===== config.mk =====
export PLATFORM = sky130hd
export DESIGN_NAME = led_pager
export DESIGN_NICKNAME = d
export VERILOG_FILES = /design/src/hw/bus_pkg.sv /design/src/hw/led_pager.sv
export VERILOG_INCLUDE_DIRS = /design/src /design/src/include
export SDC_FILE = /design/constraint.sdc
export NUM_CORES = 1
export LEC_CHECK = 0
export ABC_AREA = 1
export BUFFER_PORTS_ARGS = -buffer_cell sky130_fd_sc_hd__buf_2
export CELL_PAD_IN_SITES_DETAIL_PLACEMENT = 1
export CELL_PAD_IN_SITES_GLOBAL_PLACEMENT = 1
export CORE_ASPECT_RATIO = 1.2
export CORE_MARGIN = 10
export CORE_UTILIZATION = 27
export DETAILED_ROUTE_END_ITERATION = 10
export GPL_ROUTABILITY_DRIVEN = 0
export PLACE_DENSITY = 0.77
export SLEW_MARGIN = 20
export SYNTH_ARGS = -nofsm -noshare
export SYNTH_HDL_FRONTEND = slang
export SYNTH_SLANG_ARGS = --single-unit

===== constraint.sdc =====
create_clock -name clk -period 1.62 [get_ports clk]
set_input_delay 0.405 -clock clk [delete_from_list [all_inputs] [get_ports clk]]
set_output_delay 0.405 -clock clk [all_outputs]
set_load 0.1 [all_outputs]

===== src/include/bus_params.svh =====
`ifndef BUS_PARAMS_SVH
`define BUS_PARAMS_SVH

// bus field widths
`define BUS_ADDR_W 32
`define BUS_DATA_W 32
`define BUS_STRB_W 4

// two peer masters on the shared bus
`define BUS_MASTERS 2

// 256 MB regions selected by addr[29:28]
`define REGION_HI 29
`define REGION_LO 28
`define REGION_MEM 0   // word memory, ddr stand-in
`define REGION_STAT 3  // status registers

`define MEM_WORDS 256

// transaction counter width
`define CNT_W 8

`endif


===== src/hw/bus_pkg.sv =====
`include "bus_params.svh"

package bus_pkg;

    typedef logic [`BUS_ADDR_W-1:0] addr_t;
    typedef logic [`BUS_DATA_W-1:0] data_t;
    typedef logic [`BUS_STRB_W-1:0] strb_t;

    // response codes as on axi
    typedef logic [1:0] resp_t;
    localparam resp_t RESP_OKAY   = 2'd0;
    localparam resp_t RESP_DECERR = 2'd3;

    typedef logic [`CNT_W-1:0] cnt_t;

    typedef logic [1:0] page_t;  // led pager page index

    typedef enum logic [1:0] {
        ARB_IDLE,
        ARB_BUSY,  // waiting on slave ack
        ARB_ERR    // unmapped region, reply decerr
    } arb_state_t;

endpackage


===== src/hw/led_pager.sv =====
`timescale 1ns/1ns
`include "bus_params.svh"

module led_pager import bus_pkg::*; (
    input  logic       clk,
    input  logic       reset,
    input  logic [3:0] btn,
    input  cnt_t       grant_cnt [`BUS_MASTERS],
    input  cnt_t       err_cnt,
    input  logic [7:0] user_led,
    output logic [7:0] led8,
    output logic [3:0] led4
);

    logic [1:0] btn_q;
    logic [1:0] btn_prev;
    logic       step_up;
    logic       step_down;
    page_t      page;
    logic [7:0] page_val;

    always_ff @(posedge clk) begin
        if (reset) begin
            btn_q    <= '0;
            btn_prev <= '0;
        end else begin
            btn_q    <= btn[1:0];  // only up and down are wired
            btn_prev <= btn_q;
        end
    end

    assign step_up   = btn_q[0] && !btn_prev[0];
    assign step_down = btn_q[1] && !btn_prev[1];

    always_comb begin
        case (page)
            2'd0:    page_val = grant_cnt[0];
            2'd1:    page_val = grant_cnt[1];
            2'd2:    page_val = err_cnt;
            default: page_val = user_led;
        endcase
    end

    always_ff @(posedge clk) begin
        if (reset) begin
            page <= '0;
            led8 <= '0;
            led4 <= 4'b0001;
        end else begin
            if (step_up && !step_down)
                page <= page + 1'b1;  // wraps 3 -> 0
            else if (step_down && !step_up)
                page <= page - 1'b1;
            led8 <= page_val;
            led4 <= 4'b0001 << page;
        end
    end

endmodule


Word level (Yosys, flattened, before mapping):

Index checks and enable logic that the tools add are counted.

* register bits after elaboration: 18
* input port bits: 38
* word-level logic and storage cells: 23

* add/subtract/negate cells: 2
* eq/ne operators: 2
* shifts and indexed selects: 1
* mux-type cells: 3
* reduce and logical (&&, ||, !) cells: 10

Operators with widths (count)
* $pmux 8 s3: 1
* $logic_and 1x1->1: 4
* $logic_not 1->1: 4
* $mux 2: 2
* $shl 1x2->4 const A: 1
* $add 2x1->2 const B: 1
* $eq 2x1->1 const B: 1
* $eq 2x2->1 const B: 1
* $logic_not 2->1: 1
* $reduce_bool 2->1: 1
* $sub 2x1->2 const B: 1

Longest topological paths before layout:

* word-level depth: 6
* mapped depth: 7
* gate-level depth less buffers: 7

Least setup slack after synthesis:

No wires, ideal clock.

* kind: register to output
* start point: reg led4[0]
* end point: out led4[0]
* data arrival time: 0.909 ns
* required time: 1.215 ns
* path slack: 0.306 ns
* cell stages (with the launch flop): 1
* buffers on the path: 0
* cell sequence: dfxtp_1

RTL lines
* start: declaration: line led_pager.sv:12 `output logic [3:0] led4`
* start signal: assignment: line led_pager.sv:55 `led4 <= 4'b0001 << page;`

No word-level cell between the ends.

Worst setup path after layout:

* start point: reg led8[0]
* end point: out led8[0]

RTL lines
* start: declaration: line led_pager.sv:11 `output logic [7:0] led8,`
* start signal: assignment: line led_pager.sv:54 `led8 <= page_val;`

No word-level cell between the ends.

==> results.toml <==
[floorplan]
floorplan.die.width_um = 70.6
coreArea_um2 = 3000
die_h_um = 80.8
die-area_um2 = 5700
rows = 22
start_util = 0.277
io_pins = 50

[synth]
yosysMostFrequentCell = "nand2_1"
synth_top_area_share = 0.434
yosys.area.top_type = "dfxtp_1"
ys_ff_latch = 18
synth_edf_count = 0
synth_nets = 163
async_reset_ff_frac = 0
ys_seq_area_frac = 0.434
synth_area_leaders = "dfxtp_1 43%, nand2_1 20%, nor2_1 11%"
synthesis.area_um2 = 831
synth_top_cells_by_count = "44 x nand2_1, 24 x nor2_1, 18 x dfxtp_1, 7 x inv_1, 7 x o21ai_0"
synth_cell_types = 16
yosysWarnings = 0
ys.flop_type = "dfxtp_1"
post_synth.cell_area_avg_um2 = 6.92
synth_cells = 120

[route]
drc = 0
drt_iter0_drc = 18
num_vias = 881
wl_per_cell_um = 13.0
drtAntennaViolNets = 0
drt_pass1_iterations = 4
via_per_inst = 4.36
wl_um = 2620

[placed_design]
port_buffers = 47
dpl_cell_area_um2 = 1070
place_hpwl_um = 2240

[power_and_ir_drop]
peakVddDrop_mv = 0.561
p_leak_nw = 0.637
p_per_area_nw_per_um2 = 1140

[critical_path]
worstRegToRegCells = 6
path_class = "register to output pin"
start_kind = "register"
crit_chain = "buf_2"
crit_buf_inv = 1
crit_arrival_ns = 1.04
r2r-end = "led8[1]"
crit_path_end_kind = "output pin"
rrSetupSlack_ns = 0.30
crit_required_ns = 1.21
path_max_fanout = 1
r2r_start = "page[0]"
slowest_delay_ns = 0.42
critPathLaunch = "led8[0]"
cp_slowest_cell = "buf_2"
path_delay_family = "buffers and inverters"

[hold_path]
whs_path_depth = 3
hp-start = "btn[1]"
hold-path-endpoint = "btn_q[1]"
hp-class = "primary input to register"

[clock_network]
cts_buffers = 3
cts_setup_buffers = 0
clkLatencyLatePin_ns = 0.29
clkSinkCount = 18
root_buffer = "clkbuf_4"
cts_hold_buf = 0
cts_resized = 0
clkTransAtPathRegs_ns = 0.10
tritoncts = "yes"
clock_path_buffers = 2
cts_htree_levels = 1

[status]
status = "completed"

[sta]
setup_violations = 0
fmax_mhz = 691
layout_min_cycle_time_ns = 1.45
clock_skew_ns = 0.00168
rsz0062_at_grt = "no"
relSlewSlack = 0.671
finalCritPeriodShare = 0.893
hold_violations = 0
tightest_slew_ns = 0.497
maxSlewViolCount = 0
tns_ns = 0

[grt]
grt_util_all_layers = 0.0931
grt_pass1_vias = 926
grt_max_degree = 17
grt-ovfl-total = 0
grt_pass1_wl_um = 4320
antenna_found_initial = 0

[finish]
final_area_um2 = 1110
syn_to_final_growth_pct = 33.7
drive_gt1_frac = 0.325
diodes = 0
finalNetCount = 210

[job]
drv_cap = 0
[routing by layer]
| metal | GRT usage | wire, um | vias to the layer above |
|---|---|---|---|
| li1 | - | - | 455 |
| met1 | 0.0894 | 933 | 404 |
| met2 | 0.186 | 1500 | 22 |
| met3 | 0.0341 | 184 | 0 |
| met4 | 0.0174 | 0 | 0 |
| met5 | 0 | 0 | - |
[registers in the layout (all words and copies together) (netlist names)]
signal	cells
page	2
led4	4
btn_q	2
btn_prev	2
led8	8
[cell type report]
type | instances | area (um^2)
clock buffers | 4 | 36.3
fillers | 414 | 1890
inverters | 9 | 38.8
multi-input cells | 88 | 395
flip-flops and latches | 18 | 360
well taps | 36 | 45.0
repair buffers | 47 | 235
[worst register-to-register path: stages (launching register included)]
cell and delay [ns]:
dfxtp_1 0.43, inv_1 0.13, ha_1 0.34, nand2_1 0.11, nand2_1 0.06, nor2_1 0.11, nor2_1 0.05
[cell families (layout without fill, tap and decap cells)]
logic type	Yosys count	in the layout	share of synthesized area
adders and majority gates	5	5	0.0753
AOI/OAI and AO/OA	10	10	0.0602
and+or+nand+nor	73	73	0.340
DFF	18	18	0.434
buffers and inverters	14	60	0.0904
[placed cells by master, fill, tap and decap left out]
| cell type | synthesis | layout |
|---|---|---|
| a21oi_1 | 1 | 1 |
| buf_2 | 2 | 47 |
| clkbuf_4 | 0 | 3 |
| clkbuf_8 | 0 | 1 |
| clkinv_4 | 1 | 1 |
| dfxtp_1 | 18 | 18 |
| ha_1 | 5 | 5 |
| inv_1 | 7 | 7 |
| inv_2 | 1 | 1 |
| nand2_1 | 44 | 44 |
| nor2_1 | 24 | 24 |
| nor3_1 | 3 | 3 |
| o21ai_0 | 7 | 7 |
| o21ai_1 | 2 | 2 |
| or2_1 | 1 | 1 |
| or2_2 | 1 | 1 |
[per-stage QoR]
| step | total power [mW] | hold WS [ns] | setup slack, ns | util | instances |
|---|---|---|---|---|---|
| after floorplan | 0.899 | 0.402 | 0.306 | - | 120 |
| after global placement | 0.995 | 0.415 | 0.353 | 0.358 | 198 |
| after detailed placement | 1.01 | 0.425 | 0.303 | 0.358 | 198 |
| after CTS | 1.29 | 0.303 | 0.145 | 0.370 | 202 |
| after global routing | 1.36 | 0.299 | 0.102 | 0.370 | 202 |
| final | 1.27 | 0.309 | 0.174 | 0.370 | 202 |
[where the power goes]
| group | internal (mW) | total (mW) | switching [mW] |
|---|---|---|---|
| logic | 0.112 | 0.486 | 0.374 |
| clock network | 0.137 | 0.278 | 0.142 |
| registers | 0.486 | 0.502 | 0.0163 |
[how the worst max path moves through the flow]
stage	endpoint	slack, ns	depth (start not counted)
final	led8[0]	0.17	1
after global routing	led8[0]	0.10	1
after CTS	led4[3]	0.15	1
after detailed placement	led8[1]	0.30	6
after global placement	led8[6]	0.35	6
after floorplan	led4[0]	0.31	0
(Power assumes the default switching activity.)
