<file path="src/include/bus_params.svh">
`ifndef BUS_PARAMS_SVH
`define BUS_PARAMS_SVH

// bus field widths
`define BUS_ADDR_W 32
`define BUS_DATA_W 32
`define BUS_STRB_W 4

// two peer masters on the shared bus
`define BUS_MASTERS 2

// 256 MB regions selected by addr[29:28]
`define REGION_HI 29
`define REGION_LO 28
`define REGION_MEM 0   // word memory, ddr stand-in
`define REGION_STAT 3  // status registers

`define MEM_WORDS 256

// transaction counter width
`define CNT_W 8

`endif

</file>
<file path="src/hw/bus_pkg.sv">
`include "bus_params.svh"

package bus_pkg;

    typedef logic [`BUS_ADDR_W-1:0] addr_t;
    typedef logic [`BUS_DATA_W-1:0] data_t;
    typedef logic [`BUS_STRB_W-1:0] strb_t;

    // response codes as on axi
    typedef logic [1:0] resp_t;
    localparam resp_t RESP_OKAY   = 2'd0;
    localparam resp_t RESP_DECERR = 2'd3;

    typedef logic [`CNT_W-1:0] cnt_t;

    typedef logic [1:0] page_t;  // led pager page index

    typedef enum logic [1:0] {
        ARB_IDLE,
        ARB_BUSY,  // waiting on slave ack
        ARB_ERR    // unmapped region, reply decerr
    } arb_state_t;

endpackage

</file>
<file path="src/hw/bus_if.sv">
`timescale 1ns/1ns
`include "bus_params.svh"

// held request, single-cycle ack carrying rdata and resp
interface bus_if;
    logic                   req;
    logic                   we;
    logic [`BUS_ADDR_W-1:0] addr;
    logic [`BUS_DATA_W-1:0] wdata;
    logic [`BUS_STRB_W-1:0] strb;
    logic                   ack;
    logic [`BUS_DATA_W-1:0] rdata;
    logic [1:0]             resp;

    modport master (
        output req, we, addr, wdata, strb,
        input  ack, rdata, resp
    );

    modport slave (
        input  req, we, addr, wdata, strb,
        output ack, rdata, resp
    );

endinterface

</file>
<file path="src/hw/status_slave.sv">
`timescale 1ns/1ns
`include "bus_params.svh"

module status_slave import bus_pkg::*; (
    input  logic       clk,
    input  logic       reset,
    bus_if.slave       bus,
    input  cnt_t       grant_cnt [`BUS_MASTERS],
    input  cnt_t       err_cnt,
    output logic [7:0] user_led
);

    localparam logic [`REGION_LO-1:0] OFS_LED   = 'h0;
    localparam logic [`REGION_LO-1:0] OFS_GRANT = 'h4;
    localparam logic [`REGION_LO-1:0] OFS_ERR   = 'h8;

    logic [`REGION_LO-1:0] offset;
    logic                  access;
    logic                  ack_q;
    data_t                 rd_word;
    data_t                 rdata_q;

    assign offset = bus.addr[`REGION_LO-1:0];
    assign access = bus.req && !ack_q;

    always_comb begin
        rd_word = '0;
        case (offset)
            OFS_LED: rd_word[7:0] = user_led;
            OFS_GRANT: begin
                for (int i = 0; i < `BUS_MASTERS; i++)
                    rd_word[i*`CNT_W +: `CNT_W] = grant_cnt[i];  // master 0 lowest
            end
            OFS_ERR: rd_word[`CNT_W-1:0] = err_cnt;
            default: ;
        endcase
    end

    always_ff @(posedge clk) begin
        if (reset) begin
            ack_q    <= 1'b0;
            user_led <= '0;
        end else begin
            ack_q <= access;
            if (access && bus.we && bus.strb[0] && offset == OFS_LED)
                user_led <= bus.wdata[7:0];
        end
    end

    // sampled a cycle ahead of the ack, so counts predate this transaction
    always_ff @(posedge clk) begin
        if (access)
            rdata_q <= rd_word;
    end

    assign bus.ack   = ack_q;
    assign bus.rdata = rdata_q;
    assign bus.resp  = RESP_OKAY;

endmodule

</file>
<file path="src/flat_wrapper.sv">
// flat-port wrapper written by rule: the top's interface ports become plain ports
module status_slave_flat import bus_pkg::*;
  (clk, reset, grant_cnt, err_cnt, user_led, bus_req, bus_we, bus_addr, bus_wdata, bus_strb, bus_ack, bus_rdata, bus_resp);
  bus_if bus_i ();
  input  logic clk;
  input  logic reset;
  input  cnt_t grant_cnt[`BUS_MASTERS];
  input  cnt_t err_cnt;
  output logic [7:0] user_led;
  input wire logic [$bits(bus_i.req)-1:0] bus_req;
  input wire logic [$bits(bus_i.we)-1:0] bus_we;
  input wire logic [$bits(bus_i.addr)-1:0] bus_addr;
  input wire logic [$bits(bus_i.wdata)-1:0] bus_wdata;
  input wire logic [$bits(bus_i.strb)-1:0] bus_strb;
  output wire logic [$bits(bus_i.ack)-1:0] bus_ack;
  output wire logic [$bits(bus_i.rdata)-1:0] bus_rdata;
  output wire logic [$bits(bus_i.resp)-1:0] bus_resp;
  assign bus_i.req = bus_req;
  assign bus_i.we = bus_we;
  assign bus_i.addr = bus_addr;
  assign bus_i.wdata = bus_wdata;
  assign bus_i.strb = bus_strb;
  assign bus_ack = bus_i.ack;
  assign bus_rdata = bus_i.rdata;
  assign bus_resp = bus_i.resp;
  status_slave u_core (.clk(clk), .reset(reset), .bus(bus_i), .grant_cnt(grant_cnt), .err_cnt(err_cnt), .user_led(user_led));
endmodule
</file>
<file path="config.mk">
export PLATFORM = sky130hd
export DESIGN_NAME = status_slave_flat
export DESIGN_NICKNAME = d
export VERILOG_FILES = /design/src/hw/bus_pkg.sv /design/src/hw/bus_if.sv /design/src/hw/status_slave.sv /design/src/flat_wrapper.sv
export VERILOG_INCLUDE_DIRS = /design/src /design/src/include
export SDC_FILE = /design/constraint.sdc
export NUM_CORES = 1
export LEC_CHECK = 0
export BUFFER_PORTS_ARGS = -buffer_cell sky130_fd_sc_hd__buf_4
export CAP_MARGIN = 20
export CELL_PAD_IN_SITES_DETAIL_PLACEMENT = 0
export CELL_PAD_IN_SITES_GLOBAL_PLACEMENT = 1
export CORE_ASPECT_RATIO = 0.8
export CORE_MARGIN = 2
export CORE_UTILIZATION = 24
export DETAILED_ROUTE_END_ITERATION = 8
export HOLD_SLACK_MARGIN = 0.1
export PLACE_DENSITY = 0.91
export SLEW_MARGIN = 20
export SYNTH_ARGS = -nofsm -noshare
export SYNTH_HDL_FRONTEND = slang
export SYNTH_SLANG_ARGS = --single-unit
</file>
<file path="constraint.sdc">
create_clock -name clk -period 2.85 [get_ports clk]
set_input_delay 0.57 -clock clk [delete_from_list [all_inputs] [get_ports clk]]
set_output_delay 0.57 -clock clk [all_outputs]
set_load 0.005 [all_outputs]
</file>
Word-level counts from Yosys, hierarchy flattened
Index checks and enable logic that the tools add are counted.
{"block": "classes", "eq_ne": 2, "n_mux": 1, "n_reduce_logical": 6}
{"operator": "$eq 28x3->1 const B", "n": 1}
{"operator": "$eq 28x4->1 const B", "n": 1}
{"operator": "$logic_not 28->1", "n": 1}
{"operator": "$pmux 8 s3", "n": 1}
{"operator": "$logic_and 1x1->1", "n": 4}
{"operator": "$logic_not 1->1", "n": 1}
{"block": "word_totals", "output_inout_bits": 43, "register_bits": 25, "elab_cells": 13}

Logic depth before layout (Yosys ltp)
{"block": "depth", "word_depth": 5, "ltp_mapped": 5}

Least setup slack after synthesis
OpenSTA, ideal clock, no wires.
{"block": "synth_path", "kind": "input to register", "startpoint": "input port bus_req", "endpoint": "register u_core.user_led[0]", "setup_slack_ns": 0.516, "path_buffers": 0, "path_stages": 4, "t_arrival_ns": 2.262, "setup_ns": 0.072, "path_cell_list": "nor2b_1 > nand4_1 > nor3_4 > mux2i_1"}
{"block": "synth_via", "elab_chain_len": 4}
{"element": "start: declaration", "line_no": "flat_wrapper.sv:10", "rtl": "input wire logic [$bits(bus_i.req)-1:0] bus_req;"}
{"element": "$logic_and 1x1->1", "line_no": "status_slave.sv:24", "rtl": "assign access = bus.req && !ack_q;"}
{"element": "$logic_and 1x1->1 (3 in series)", "line_no": "status_slave.sv:45", "rtl": "if (access && bus.we && bus.strb[0] && offset == OFS_LED)"}
{"element": "end signal: assignment", "line_no": "status_slave.sv:46", "rtl": "user_led <= bus.wdata[7:0];"}
{"element": "end: declaration", "line_no": "status_slave.sv:10", "rtl": "output logic [7:0] user_led"}
Every way passes these cells.
A chain may end at the register's enable or synchronous reset.

Worst setup path after layout
{"block": "layout_path", "startpoint": "input port bus_addr[19]", "endpoint": "register u_core.rdata_q[9], in the netlist u_core.bus.rdata[9] (data pin)"}
{"block": "layout_via", "elab_chain_len": 1}
{"element": "start: declaration", "line_no": "flat_wrapper.sv:12", "rtl": "input wire logic [$bits(bus_i.addr)-1:0] bus_addr;"}
{"element": "$eq 28x3->1", "line_no": "status_slave.sv:28", "rtl": "case (offset)"}
{"element": "end signal: assignment", "line_no": "status_slave.sv:53", "rtl": "rdata_q <= rd_word;"}
{"element": "end: declaration", "line_no": "status_slave.sv:21", "rtl": "data_t rdata_q;"}
Every way passes these cells.

==> flow_metrics.py <==
metrics = {
    "power": {
        "p_per_area_mw_per_mm2": 349,
        "power.total_mw": 0.754,
        "p_leak_nw": 0.949,
        "ir_drop_mv": 0.151,
    },
    "clocking": {
        "clock_latency_ns": 0.27,
        "cts-htree-levels": 1,
        "numCtsBuffers": 3,
        "cts.repair.resized": 0,
        "cts_sinks": 25,
        "ctsHoldBuffers": 0,
        "cts_tree": "built",
        "cts.path.max_buffers": 2,
        "postCtsSetupBuffers": 0,
        "clk_pin_slew_ns": 0.09,
        "clock-root-buffer": "clkbuf_8",
    },
    "global_routing": {
        "globalRouteMet3Util": 0.0279,
        "antenna_found_initial": 0,
        "grt_usage": 0.106,
        "met2_usage": 0.185,
        "top_usage_layer": "met2",
        "grt_overflow": 0,
        "grt_pass1_vias": 1127,
        "grt_pass1_wl_um": 5510,
        "gr-usage-met1": 0.131,
        "grt_start_max_net_pins": 18,
    },
    "logic_synthesis": {
        "synth-seq-cells": 25,
        "netlist_instances": 129,
        "synth_top_area_cell": "edfxtp_1",
        "synth.area.top_cells": "edfxtp_1, dfxtp_1, mux2i_1",
        "async_flop_share": 0,
        "synth_edf_count": 16,
        "synth_cell_type_count": 21,
        "synth_common_cells": "buf_4, edfxtp_1, mux2i_1, nand2b_1, nor2_1",
        "synth_top_cell_area_share": 0.338,
        "yosysMostFrequentCell": "buf_4",
        "synthFlopType": "edfxtp_1",
        "yosys_warnings": 0,
        "synth.cell_area_mm2": 0.00142,
        "yosysSeqAreaShare": 0.465,
        "avgSynthCellArea_um2": 11.0,
    },
    "floorplan": {
        "die_h_um": 72.8,
        "die-area_mm2": 0.00656,
        "initial_utilization": 0.244,
        "rows": 25,
        "coreArea_mm2": 0.00582,
        "die_w_um": 90.0,
        "pin_count": 139,
    },
    "setup_path": {
        "crit_required_ns": 2.99,
        "critPathCaptureType": "register",
        "crit_path_start_kind": "input pin",
        "path_class": "input pin to register",
        "critPathArrivalTime_ns": 2.07,
        "path_cells": "buf_4 > nor4_1 > nand3_2 > nor4_2 > and2_1",
        "critical-path-top-delay-family": "simple AND/OR/NAND/NOR gates",
        "slowest_delay_ns": 0.52,
        "worstPathMaxFanout": 10,
        "cp_num_buf_inv": 1,
        "critPathSlowestCell": "nor4_2",
    },
    "route": {
        "antenna_left": 0,
        "via_per_inst": 3.94,
        "wl_per_cell_um": 12.1,
        "via_count": 1178,
        "drt_iter0_markers": 36,
        "firstDrtPassIters": 4,
        "wirelength_um": 3610,
        "drc_errors": 0,
    },
    "sta": {
        "tns_ns": 0,
        "max_freq_ghz": 0.518,
        "final.period_utilization": 0.678,
        "setup_violations": 0,
        "rsz0062_at_grt": "no",
        "hold_violations": 0,
        "finClkSkew_ns": 0.00251,
        "worst_slew_pin_slew_ns": 0.599,
        "slew_headroom": 0.598,
        "slew_viol_final": 0,
        "min_period_ns": 1.93,
    },
    "outcome": {
        "status": "finished, final reports clean",
    },
    "placed_design": {
        "portBuffers": 89,
        "hpwl_um": 3050,
        "gp_congestion": 0.724,
    },
    "final_layout": {
        "area_growth_pct": 51.9,
        "drive_gt1_frac": 0.468,
        "fin_util": 0.371,
        "nNetsFinal": 315,
        "diodes": 0,
    },
    "flow_run": {
        "maxCapViolCount": 0,
    },
    "worst_hold_path": {
        "hp-class": "register to register",
    },
}
[metrics by stage]
step | worst slack (ns) | cell area (um2) | hold WS (ns) | instances
6_report | 0.918 | 2160 | 0.498 | 299
5_1_grt | 0.673 | 2160 | 0.516 | 299
4_1_cts | 0.864 | 2160 | 0.502 | 299
3_5_place_dp | 0.572 | 2110 | 0.483 | 295
3_3_place_gp | 0.599 | 2110 | 0.482 | 295
2_1_floorplan | 0.516 | 1490 | 0.477 | 146
[where the power goes]
part | switching, mW | internal (mW) | leakage (nW)
registers | 0.00290 | 0.394 | 0.235
clock network | 0.121 | 0.0991 | 0.0217
logic | 0.0522 | 0.0843 | 0.692
[kinds of logic after synthesis]
group           share of synthesized area
simple gates                        0.283
flops                               0.465
buf+inv                             0.109
mux                                 0.113
compound gates                     0.0282
other cells                       0.00264
[cell type report]
cell class                 instances  area, um2
clock inverter                     1       7.51
timing repair buffer              90        676
inverter                           1       3.75
sequential                        25        661
tap                               81        101
clock buffer                       3       41.3
fill                             603       3660
multi-input combinational         98        669
[cell usage in the layout, fill, tap and decap left out, types with 8 or more instances in the layout]
| master | instances |
|---|---|
| nor2_1 | 10 |
| edfxtp_1 | 16 |
| buf_4 | 90 |
| dfxtp_1 | 9 |
| a21oi_1 | 8 |
| nand2b_1 | 16 |
| mux2i_1 | 16 |
| conb_1 | 18 |
| nor3_1 | 8 |
| and2_1 | 8 |
[tightest hold or removal path: cells and delay by family (launching register included)]
family	cells	cell delay, ns
DFF	1	0.33
and+or+nand+nor	1	0.07
muxes	1	0.06
[path summary, 6_finish.rpt]
check                           from                   to  slack (ns)  cells after the start
setup reg to reg      u_core.bus.ack   u_core.user_led[5]        1.39                      4
hold reg to reg   u_core.user_led[0]   u_core.user_led[0]        0.50                      2
setup / recovery        bus_addr[19]  u_core.bus.rdata[9]        0.92                      5
hold / removal    u_core.user_led[0]   u_core.user_led[0]        0.50                      2
[registers in the layout, summed over array words and instances, names as in the netlist]
register          count
u_core.bus.rdata     16
u_core.user_led       8
u_core.bus.ack        1
[metal layers]
layer / share of wire / up-vias
met2: 0.51 / 48
met3: 0.051 / 4
met1: 0.43 / 535
met4: 0.011 / 0
li1: - / 591
met5: 0 / -
(Power assumes the default switching activity.)
