===== config.mk =====
export PLATFORM = sky130hd
export DESIGN_NAME = host_master_flat
export DESIGN_NICKNAME = d
export VERILOG_FILES = /design/src/hw/bus_pkg.sv /design/src/hw/bus_if.sv /design/src/hw/host_master.sv /design/src/flat_wrapper.sv
export VERILOG_INCLUDE_DIRS = /design/src /design/src/include
export SDC_FILE = /design/constraint.sdc
export NUM_CORES = 1
export LEC_CHECK = 0
export ABC_AREA = 1
export CORE_MARGIN = 5
export CORE_UTILIZATION = 30
export CTS_BUF_LIST = sky130_fd_sc_hd__clkbuf_16
export CTS_CLUSTER_DIAMETER = 30
export DETAILED_ROUTE_END_ITERATION = 16
export DONT_BUFFER_PORTS = 1
export MAX_ROUTING_LAYER = met4
export PLACE_DENSITY = 0.48
export SETUP_SLACK_MARGIN = 0.1
export SLEW_MARGIN = 10
export SYNTH_ARGS = -nofsm -noshare
export SYNTH_HDL_FRONTEND = slang
export SYNTH_SLANG_ARGS = --single-unit

===== constraint.sdc =====
create_clock -name clk -period 5.2 [get_ports clk]
set_input_delay 0.52 -clock clk [delete_from_list [all_inputs] [get_ports clk]]
set_output_delay 0.52 -clock clk [all_outputs]
set_load 0.01 [all_outputs]

===== src/include/bus_params.svh =====
`ifndef BUS_PARAMS_SVH
`define BUS_PARAMS_SVH

// bus field widths
`define BUS_ADDR_W 32
`define BUS_DATA_W 32
`define BUS_STRB_W 4

// two peer masters on the shared bus
`define BUS_MASTERS 2

// 256 MB regions selected by addr[29:28]
`define REGION_HI 29
`define REGION_LO 28
`define REGION_MEM 0   // word memory, ddr stand-in
`define REGION_STAT 3  // status registers

`define MEM_WORDS 256

// transaction counter width
`define CNT_W 8

`endif


===== src/hw/bus_pkg.sv =====
`include "bus_params.svh"

package bus_pkg;

    typedef logic [`BUS_ADDR_W-1:0] addr_t;
    typedef logic [`BUS_DATA_W-1:0] data_t;
    typedef logic [`BUS_STRB_W-1:0] strb_t;

    // response codes as on axi
    typedef logic [1:0] resp_t;
    localparam resp_t RESP_OKAY   = 2'd0;
    localparam resp_t RESP_DECERR = 2'd3;

    typedef logic [`CNT_W-1:0] cnt_t;

    typedef logic [1:0] page_t;  // led pager page index

    typedef enum logic [1:0] {
        ARB_IDLE,
        ARB_BUSY,  // waiting on slave ack
        ARB_ERR    // unmapped region, reply decerr
    } arb_state_t;

endpackage


===== src/hw/bus_if.sv =====
`timescale 1ns/1ns
`include "bus_params.svh"

// held request, single-cycle ack carrying rdata and resp
interface bus_if;
    logic                   req;
    logic                   we;
    logic [`BUS_ADDR_W-1:0] addr;
    logic [`BUS_DATA_W-1:0] wdata;
    logic [`BUS_STRB_W-1:0] strb;
    logic                   ack;
    logic [`BUS_DATA_W-1:0] rdata;
    logic [1:0]             resp;

    modport master (
        output req, we, addr, wdata, strb,
        input  ack, rdata, resp
    );

    modport slave (
        input  req, we, addr, wdata, strb,
        output ack, rdata, resp
    );

endinterface


===== src/hw/host_master.sv =====
`timescale 1ns/1ns

module host_master import bus_pkg::*; (
    input  logic  clk,
    input  logic  reset,
    input  logic  cmd_valid,
    input  logic  cmd_write,
    input  addr_t cmd_addr,
    input  data_t cmd_wdata,
    input  strb_t cmd_strb,
    output logic  rsp_valid,
    output data_t rsp_rdata,
    output resp_t rsp_resp,
    bus_if.master bus
);

    logic  req_q;
    logic  we_q;
    addr_t addr_q;
    data_t wdata_q;
    strb_t strb_q;

    always_ff @(posedge clk) begin
        if (reset) begin
            req_q     <= 1'b0;
            rsp_valid <= 1'b0;
        end else begin
            rsp_valid <= req_q && bus.ack;
            if (req_q && bus.ack)
                req_q <= 1'b0;
            else if (cmd_valid && !req_q)  // strobes while busy are dropped
                req_q <= 1'b1;
        end
    end

    always_ff @(posedge clk) begin
        if (cmd_valid && !req_q) begin
            we_q    <= cmd_write;
            addr_q  <= cmd_addr;
            wdata_q <= cmd_wdata;
            strb_q  <= cmd_strb;
        end
        if (req_q && bus.ack) begin
            rsp_rdata <= bus.rdata;
            rsp_resp  <= bus.resp;
        end
    end

    assign bus.req   = req_q;
    assign bus.we    = we_q;
    assign bus.addr  = addr_q;
    assign bus.wdata = wdata_q;
    assign bus.strb  = strb_q;

endmodule


===== src/flat_wrapper.sv =====
// flat-port wrapper written by rule: the top's interface ports become plain ports
module host_master_flat import bus_pkg::*;
  (clk, reset, cmd_valid, cmd_write, cmd_addr, cmd_wdata, cmd_strb, rsp_valid, rsp_rdata, rsp_resp, bus_req, bus_we, bus_addr, bus_wdata, bus_strb, bus_ack, bus_rdata, bus_resp);
  bus_if bus_i ();
  input  logic clk;
  input  logic reset;
  input  logic cmd_valid;
  input  logic cmd_write;
  input  addr_t cmd_addr;
  input  data_t cmd_wdata;
  input  strb_t cmd_strb;
  output logic rsp_valid;
  output data_t rsp_rdata;
  output resp_t rsp_resp;
  output wire logic [$bits(bus_i.req)-1:0] bus_req;
  output wire logic [$bits(bus_i.we)-1:0] bus_we;
  output wire logic [$bits(bus_i.addr)-1:0] bus_addr;
  output wire logic [$bits(bus_i.wdata)-1:0] bus_wdata;
  output wire logic [$bits(bus_i.strb)-1:0] bus_strb;
  input wire logic [$bits(bus_i.ack)-1:0] bus_ack;
  input wire logic [$bits(bus_i.rdata)-1:0] bus_rdata;
  input wire logic [$bits(bus_i.resp)-1:0] bus_resp;
  assign bus_req = bus_i.req;
  assign bus_we = bus_i.we;
  assign bus_addr = bus_i.addr;
  assign bus_wdata = bus_i.wdata;
  assign bus_strb = bus_i.strb;
  assign bus_i.ack = bus_ack;
  assign bus_i.rdata = bus_rdata;
  assign bus_i.resp = bus_resp;
  host_master u_core (.clk(clk), .reset(reset), .cmd_valid(cmd_valid), .cmd_write(cmd_write), .cmd_addr(cmd_addr), .cmd_wdata(cmd_wdata), .cmd_strb(cmd_strb), .rsp_valid(rsp_valid), .rsp_rdata(rsp_rdata), .rsp_resp(rsp_resp), .bus(bus_i));
endmodule

Yosys cells after proc, flatten, opt, wreduce, memory -nomap -nowiden. Index checks and enable logic that the tools add are counted.

Register bits after elaboration: 105. Logic and storage cells: 12. Output and inout port bits: 105.

Reduce and logical (&&, ||, !) cells: 4.

Operator list (count): logical AND 1 bit (2); OR reduction 2 bit (1); logical NOT 1 bit (1).

Longest topological paths before layout. Gate-level depths: netlist of run 1.

Word-level depth: 2. Depth in mapped cells: 3. Gate-level depth less buffers: 3.

Worst setup path before layout of run 1. OpenSTA, ideal clock, no wires.

Path kind: input -> register. Start: in cmd_valid. End: reg u_core.addr_q[0], in the netlist u_core.bus.addr[0] (enable). Path buffers: 0. Slack: 1.249 ns. Data arrival time: 3.453 ns. Cell stages on the path: 2. Library setup time: 0.498 ns. Cells stage by stage: inv_1 > nor2_1.

Word-level cells in the longest chain between the ends: 1.

Ends and longest elaborated chain: start, declared (line flat_wrapper.sv:7) `input logic cmd_valid;`; logical AND 1 bit (line host_master.sv:37) `if (cmd_valid && !req_q) begin`; end signal, assigned (line host_master.sv:39) `addr_q <= cmd_addr;`; end, declared (line host_master.sv:19) `addr_t addr_q;`.

Every way passes these cells. A chain may end at the register's enable or synchronous reset.

Worst setup path in the final report of run 1.
Start: reg u_core.req_q, in the netlist u_core.bus.req. End: reg u_core.rsp_resp[1] (enable).

Word-level cells in the longest chain between the ends: 1.

Ends and longest elaborated chain: start, declared (line host_master.sv:17) `logic req_q;`; start signal, assigned (line host_master.sv:25) `req_q <= 1'b0;`; start signal, assigned (line host_master.sv:30) `req_q <= 1'b0;`; start signal, assigned (line host_master.sv:32) `req_q <= 1'b1;`; logical AND 1 bit (line host_master.sv:43) `if (req_q && bus.ack) begin`; end signal, assigned (line host_master.sv:45) `rsp_resp <= bus.resp;`; end, declared (line host_master.sv:13) `output resp_t rsp_resp,`.

Every way passes these cells.

==> flow_metrics.py, run 1 <==
metrics = {
    "grt": {
        "antenna_found_initial": 4,
        "gr-usage-all-layers_pct": 9.357,
        "grt_pass1_vias": 1282,
        "grt_max_degree": 70,
        "grt_first_pass_wirelength_mm": 8.114,
        "gr-total-overflow": 0,
    },
    "min_path": {
        "hp-start": "reset",
        "hp-class": "in -> reg",
    },
    "logic_synthesis": {
        "synth_seq_area_share_pct": 98.78,
        "synth_top_cell_area_share_pct": 97.51,
        "ys_ff_latch": 105,
        "syn_inst": 114,
        "synth_area_leader_cell": "edfxtp_1",
        "synth_nets": 221,
        "yosysUniqueCellTypes": 7,
        "yosysWarnings": 0,
        "synthesis.area_um2": 3172,
        "syn_area_per_cell_um2": 27.82,
        "synthTopCellsByArea": "edfxtp_1, dfxtp_1, inv_1",
    },
    "clock_network": {
        "ctsResizeCount": 0,
        "clock_sinks": 105,
        "cts_setup_buffers": 0,
        "cts_max_level": 3,
        "cts.clk_slew.worst_paths_ps": 60,
        "clk_latency_ps": 330,
        "cts_buffer_depth": 2,
        "cts_buffers": 9,
        "cts_tree": "yes",
        "cts.hold.buffers_added": 0,
        "cts-root-buf": "clkbuf_16",
    },
    "setup_path": {
        "worstPathRequired_ps": 5150,
        "r2r_start": "u_core.bus.req$_SDFFE_PP0P_",
        "criticalPathCategory": "reg -> reg",
        "crit_fanout": 34,
        "critPathLaunch": "u_core.bus.req$_SDFFE_PP0P_",
        "crit_arrival_ps": 1700,
        "cp-end-kind": "register",
        "r2r_slack_ps": 3450,
        "start_kind": "register",
    },
    "job": {
        "drv_cap": 0,
    },
    "power_and_ir_drop": {
        "p_per_area_nw_per_um2": 459.4,
        "p_leak_nw": 1.175,
        "vdd_drop_max_v": 0.0001321,
    },
    "finish": {
        "final_cell_mix": "edfxtp_1, clkbuf_16, inv_1",
        "final_nets": 233,
        "drive_above_1_share_pct": 12.98,
        "fin_util_pct": 35.43,
        "synthToLayoutAreaGrowth_pct": 15.31,
        "final_common_cell": "edfxtp_1",
        "fillerInstances": 957,
    },
    "outcome": {
        "status": "finished clean",
    },
    "route": {
        "avgRoutedWirePerCell_um": 22.41,
        "drt_iter0_markers": 85,
        "viasPerCell": 4.247,
        "drc": 0,
        "wl_mm": 6.073,
        "via_count": 1151,
        "first_pass_iters": 2,
        "postRouteAntennaNets": 0,
    },
    "floorplan": {
        "initial_core_util_pct": 30.72,
        "io_pins": 212,
        "fp.coreArea_um2": 10320,
        "rows": 37,
        "dieArea_um2": 12730,
        "die_h_um": 112.8,
        "die_w_um": 112.8,
    },
    "timing": {
        "relSlewSlack_pct": 28.96,
        "final-max-slew-violation-count": 0,
        "final.period_utilization_pct": 33.62,
        "period_needed_ps": 1748,
        "worst_slew_pin_slew_ps": 1064,
        "max_clock_freq_ghz": 0.5721,
        "rsz0062_at_grt": "false",
        "hold_violations": 0,
        "setup_viol": 0,
        "setup-tns-final_ps": 0,
        "hold_ws_ps": 254.3,
        "clock_skew_ps": 6.122,
    },
    "placement": {
        "io_buffers": 0,
        "gp_congestion": 0.6973,
    },
}
-- metrics by stage --
stage / setup slack, ps / instances / cell area [µm²] / power, mW
4_1_cts: 3404 / 267 / 3647 / 1.715
3_5_place_dp: 3418 / 251 / 3357 / 1.070
5_1_grt: 3324 / 271 / 3657 / 1.758
6_report: 3452 / 271 / 3657 / 1.680
3_3_place_gp: 3435 / 251 / 3357 / 1.068
2_1_floorplan: 1249 / 114 / 3172 / 1.056
-- logic make-up after synthesis --
group | Yosys count | share of synthesized area [%]
buf+inv | 3 | 0.3550
flops | 105 | 98.78
simple gates | 6 | 0.8680
-- metal layers --
metal / GRT usage (%) / wire, µm / part of all wire, %
met1: 8.961 / 2284 / 38
met2: 13.74 / 2741 / 45
met3: 7.701 / 978 / 16
met4: 3.846 / 68 / 1.1
met5: - / 0 / 0
-- power by group --
part / leakage (nW) / internal [mW] / total, mW / switching (mW)
clock network: 0.146 / 0.369 / 0.631 / 0.262
logic: 0.0398 / 0.00201 / 0.0214 / 0.0194
registers: 0.990 / 0.987 / 1.03 / 0.0406
-- layout make-up --
type,instances,area [µm²],area share (%)
diodes,4,10.01,0.2737
clock buffers,9,225.2,6.158
clock inverters,7,65.06,1.779
inverters,3,11.26,0.3079
multi-input cells,6,35.03,0.9579
flip-flops and latches,105,3133,85.67
well taps,136,170.2,4.653
repair buffers,1,7.507,0.2053
-- critical path: stages (launching register included) --
cell     delay, ps
dfxtp_1        470
nand2_2        100
inv_1          780
-- cell usage after synthesis --
| library cell | instances |
|---|---|
| edfxtp_1 | 103 |
| inv_1 | 3 |
| nor2_1 | 3 |
| dfxtp_1 | 2 |
| nand2_1 | 1 |
| nand2_2 | 1 |
| nor2_2 | 1 |
-- registers in the layout, indices dropped and copies added (netlist names) --
signal            cells
u_core.bus.wdata     32
u_core.bus.addr      32
u_core.rsp_rdata     32
u_core.bus.we         1
u_core.rsp_resp       2
u_core.bus.strb       4
u_core.bus.req        1
u_core.rsp_valid      1
-- final timing paths --
| kind | end | cells after the start |
|---|---|---|
| min | u_core.rsp_valid$_SDFF_PP0_ | 1 |
| max | u_core.rsp_resp[1]$_DFFE_PP_ | 2 |
| max reg2reg | u_core.rsp_resp[1]$_DFFE_PP_ | 2 |
| min reg2reg | u_core.rsp_valid$_SDFF_PP0_ | 2 |
Note: power is estimated with default switching activity, not from simulation.
==> inputs of run 2 (changes only) <==
--- a/config.mk
+++ b/config.mk
@@ -6,7 +6,7 @@
 export SDC_FILE = /design/constraint.sdc
 export NUM_CORES = 1
 export LEC_CHECK = 0
-export ABC_AREA = 1
+export ABC_AREA = 0
 export CORE_MARGIN = 5
 export CORE_UTILIZATION = 30
 export CTS_BUF_LIST = sky130_fd_sc_hd__clkbuf_16
==> constraint.sdc (replaced) <==
create_clock -name clk -period 1.75 [get_ports clk]
set_input_delay 0.175 -clock clk [delete_from_list [all_inputs] [get_ports clk]]
set_output_delay 0.175 -clock clk [all_outputs]
set_load 0.01 [all_outputs]
==> run 2 against run 1 <==
  * Synthesized area is 0.20% higher
  * The run now fails in clock tree synthesis (4_1_cts)
  * Synthesized cell count shrank 3.5%
==> flow_metrics.py, run 2 <==
metrics = {
    "outcome": {
        "status": "aborted with a tool error",
        "stop_stage": "clock tree synthesis (4_1_cts)",
        "tool.error": "[ERROR RSZ-0060] Max buffer count reached.",
    },
    "logic_synthesis": {
        "synth_seq_area_share_pct": 98.58,
        "yosysWarnings": 0,
        "yosysUniqueCellTypes": 7,
        "synth_area_leader_cell": "edfxtp_1",
        "synth_top_flop_cell": "edfxtp_1",
        "synthTopCellsByArea": "edfxtp_1, dfxtp_1, nor2b_4",
        "synth-edff-count": 103,
        "synthXorXnorAreaFrac_pct": 0,
        "synth-compound-area-share_pct": 0,
        "ys_ff_latch": 105,
        "synth_mux_area_share_pct": 0,
        "synth_common_cells": "edfxtp_1, dfxtp_1",
        "async_reset_ff_share_pct": 0,
        "synth_nets": 217,
        "syn_inst": 110,
        "syn_area_per_cell_um2": 28.89,
        "synth_most_common_cell": "edfxtp_1",
        "synth_top_family_by_area": "simple AND/OR/NAND/NOR gates",
        "synthesis.area_um2": 3178,
        "synthSimpleGateAreaFrac_pct": 1.417,
        "synth_top_cell_area_share_pct": 97.32,
        "synth_adder_area_share_pct": 0,
    },
    "floorplan": {
        "rows": 37,
        "die_w_um": 112.9,
        "die_h_um": 112.9,
        "initial_core_util_pct": 30.78,
        "io_pins": 212,
    },
    "clock_network": {
        "cts-root-buf": "clkbuf_16",
        "cts_buffer_depth": 2,
        "cts_setup_buffers": 0,
        "cts_buffers": 9,
        "cts_max_level": 3,
        "cts.hold.buffers_added": 101,
        "clock_sinks": 105,
        "ctsResizeCount": 0,
    },
    "placement": {
        "place_inst": 247,
        "io_buffers": 0,
        "gp_congestion": 0.7123,
    },
}
run 2: cells by family after synthesis:
| kind of cell | after synthesis |
|---|---|
| and+or+nand+nor | 5 |
| DFF | 105 |
run 2: stage by stage:
step / instance area, µm² / hold slack (ps) / setup slack, ps / util, %
after floorplan: 3179 / 239.3 / 276.7 / -
after global placement: 3369 / 240.6 / 479.6 / 32.64
after detailed placement: 3369 / 244.6 / 444.6 / 32.64
==> inputs of run 3 (changes only) <==
--- a/config.mk
+++ b/config.mk
@@ -8,14 +8,10 @@
 export LEC_CHECK = 0
 export ABC_AREA = 0
 export CORE_MARGIN = 5
-export CORE_UTILIZATION = 30
-export CTS_BUF_LIST = sky130_fd_sc_hd__clkbuf_16
-export CTS_CLUSTER_DIAMETER = 30
+export CORE_UTILIZATION = 20
 export DETAILED_ROUTE_END_ITERATION = 16
 export DONT_BUFFER_PORTS = 1
-export MAX_ROUTING_LAYER = met4
-export PLACE_DENSITY = 0.48
-export SETUP_SLACK_MARGIN = 0.1
+export PLACE_DENSITY_LB_ADDON = 0.15
 export SLEW_MARGIN = 10
 export SYNTH_ARGS = -nofsm -noshare
 export SYNTH_HDL_FRONTEND = slang
==> run 3 against run 2 <==
  * The run again fails in clock tree synthesis (4_1_cts)
  * Synthesized area stayed put
  * Synthesized cell count stayed put
==> flow_metrics.py, run 3 <==
metrics = {
    "outcome": {
        "stop_stage": "clock tree synthesis (4_1_cts)",
        "status": "aborted with a tool error",
        "tool.error": "[ERROR RSZ-0060] Max buffer count reached.",
    },
    "logic_synthesis": {
        "synth_area_leader_cell": "edfxtp_1",
        "synth_top_cell_area_share_pct": 97.32,
        "synthesis.area_um2": 3178,
        "synth-edff-count": 103,
        "yosysWarnings": 0,
        "synthTopCellsByArea": "edfxtp_1, dfxtp_1, nor2b_4",
        "synth_common_cells": "edfxtp_1, dfxtp_1",
        "synth_seq_area_share_pct": 98.58,
        "syn_inst": 110,
        "async_reset_ff_share_pct": 0,
        "synth_nets": 217,
        "synth_top_flop_cell": "edfxtp_1",
        "yosysUniqueCellTypes": 7,
        "ys_ff_latch": 105,
        "syn_area_per_cell_um2": 28.89,
        "synth_most_common_cell": "edfxtp_1",
    },
    "clock_network": {
        "cts_setup_buffers": 0,
        "cts_buffer_depth": 2,
        "ctsResizeCount": 0,
        "cts-root-buf": "clkbuf_16",
        "cts_max_level": 3,
        "cts.hold.buffers_added": 101,
        "cts_buffers": 9,
        "clock_sinks": 105,
    },
    "placement": {
        "gp_congestion": 0.6977,
        "io_buffers": 0,
    },
    "floorplan": {
        "io_pins": 212,
        "rows": 46,
        "die_w_um": 136.1,
        "die_h_um": 136.1,
        "initial_core_util_pct": 20.23,
    },
}
## run 3: cells by family after synthesis
group / count (synthesis) / synth area share (%)
and+or+nand+nor: 5 / 1.417
DFF: 105 / 98.58
## run 3: per-stage QoR
stage                     utilization, %  instance area (µm²)  cells  hold WS [ps]  setup slack [ps]
after global placement             22.07                 3468    327         240.2             453.1
after detailed placement           22.07                 3468    327         241.8             435.4
after floorplan                        -                 3178    110         239.3             29.84
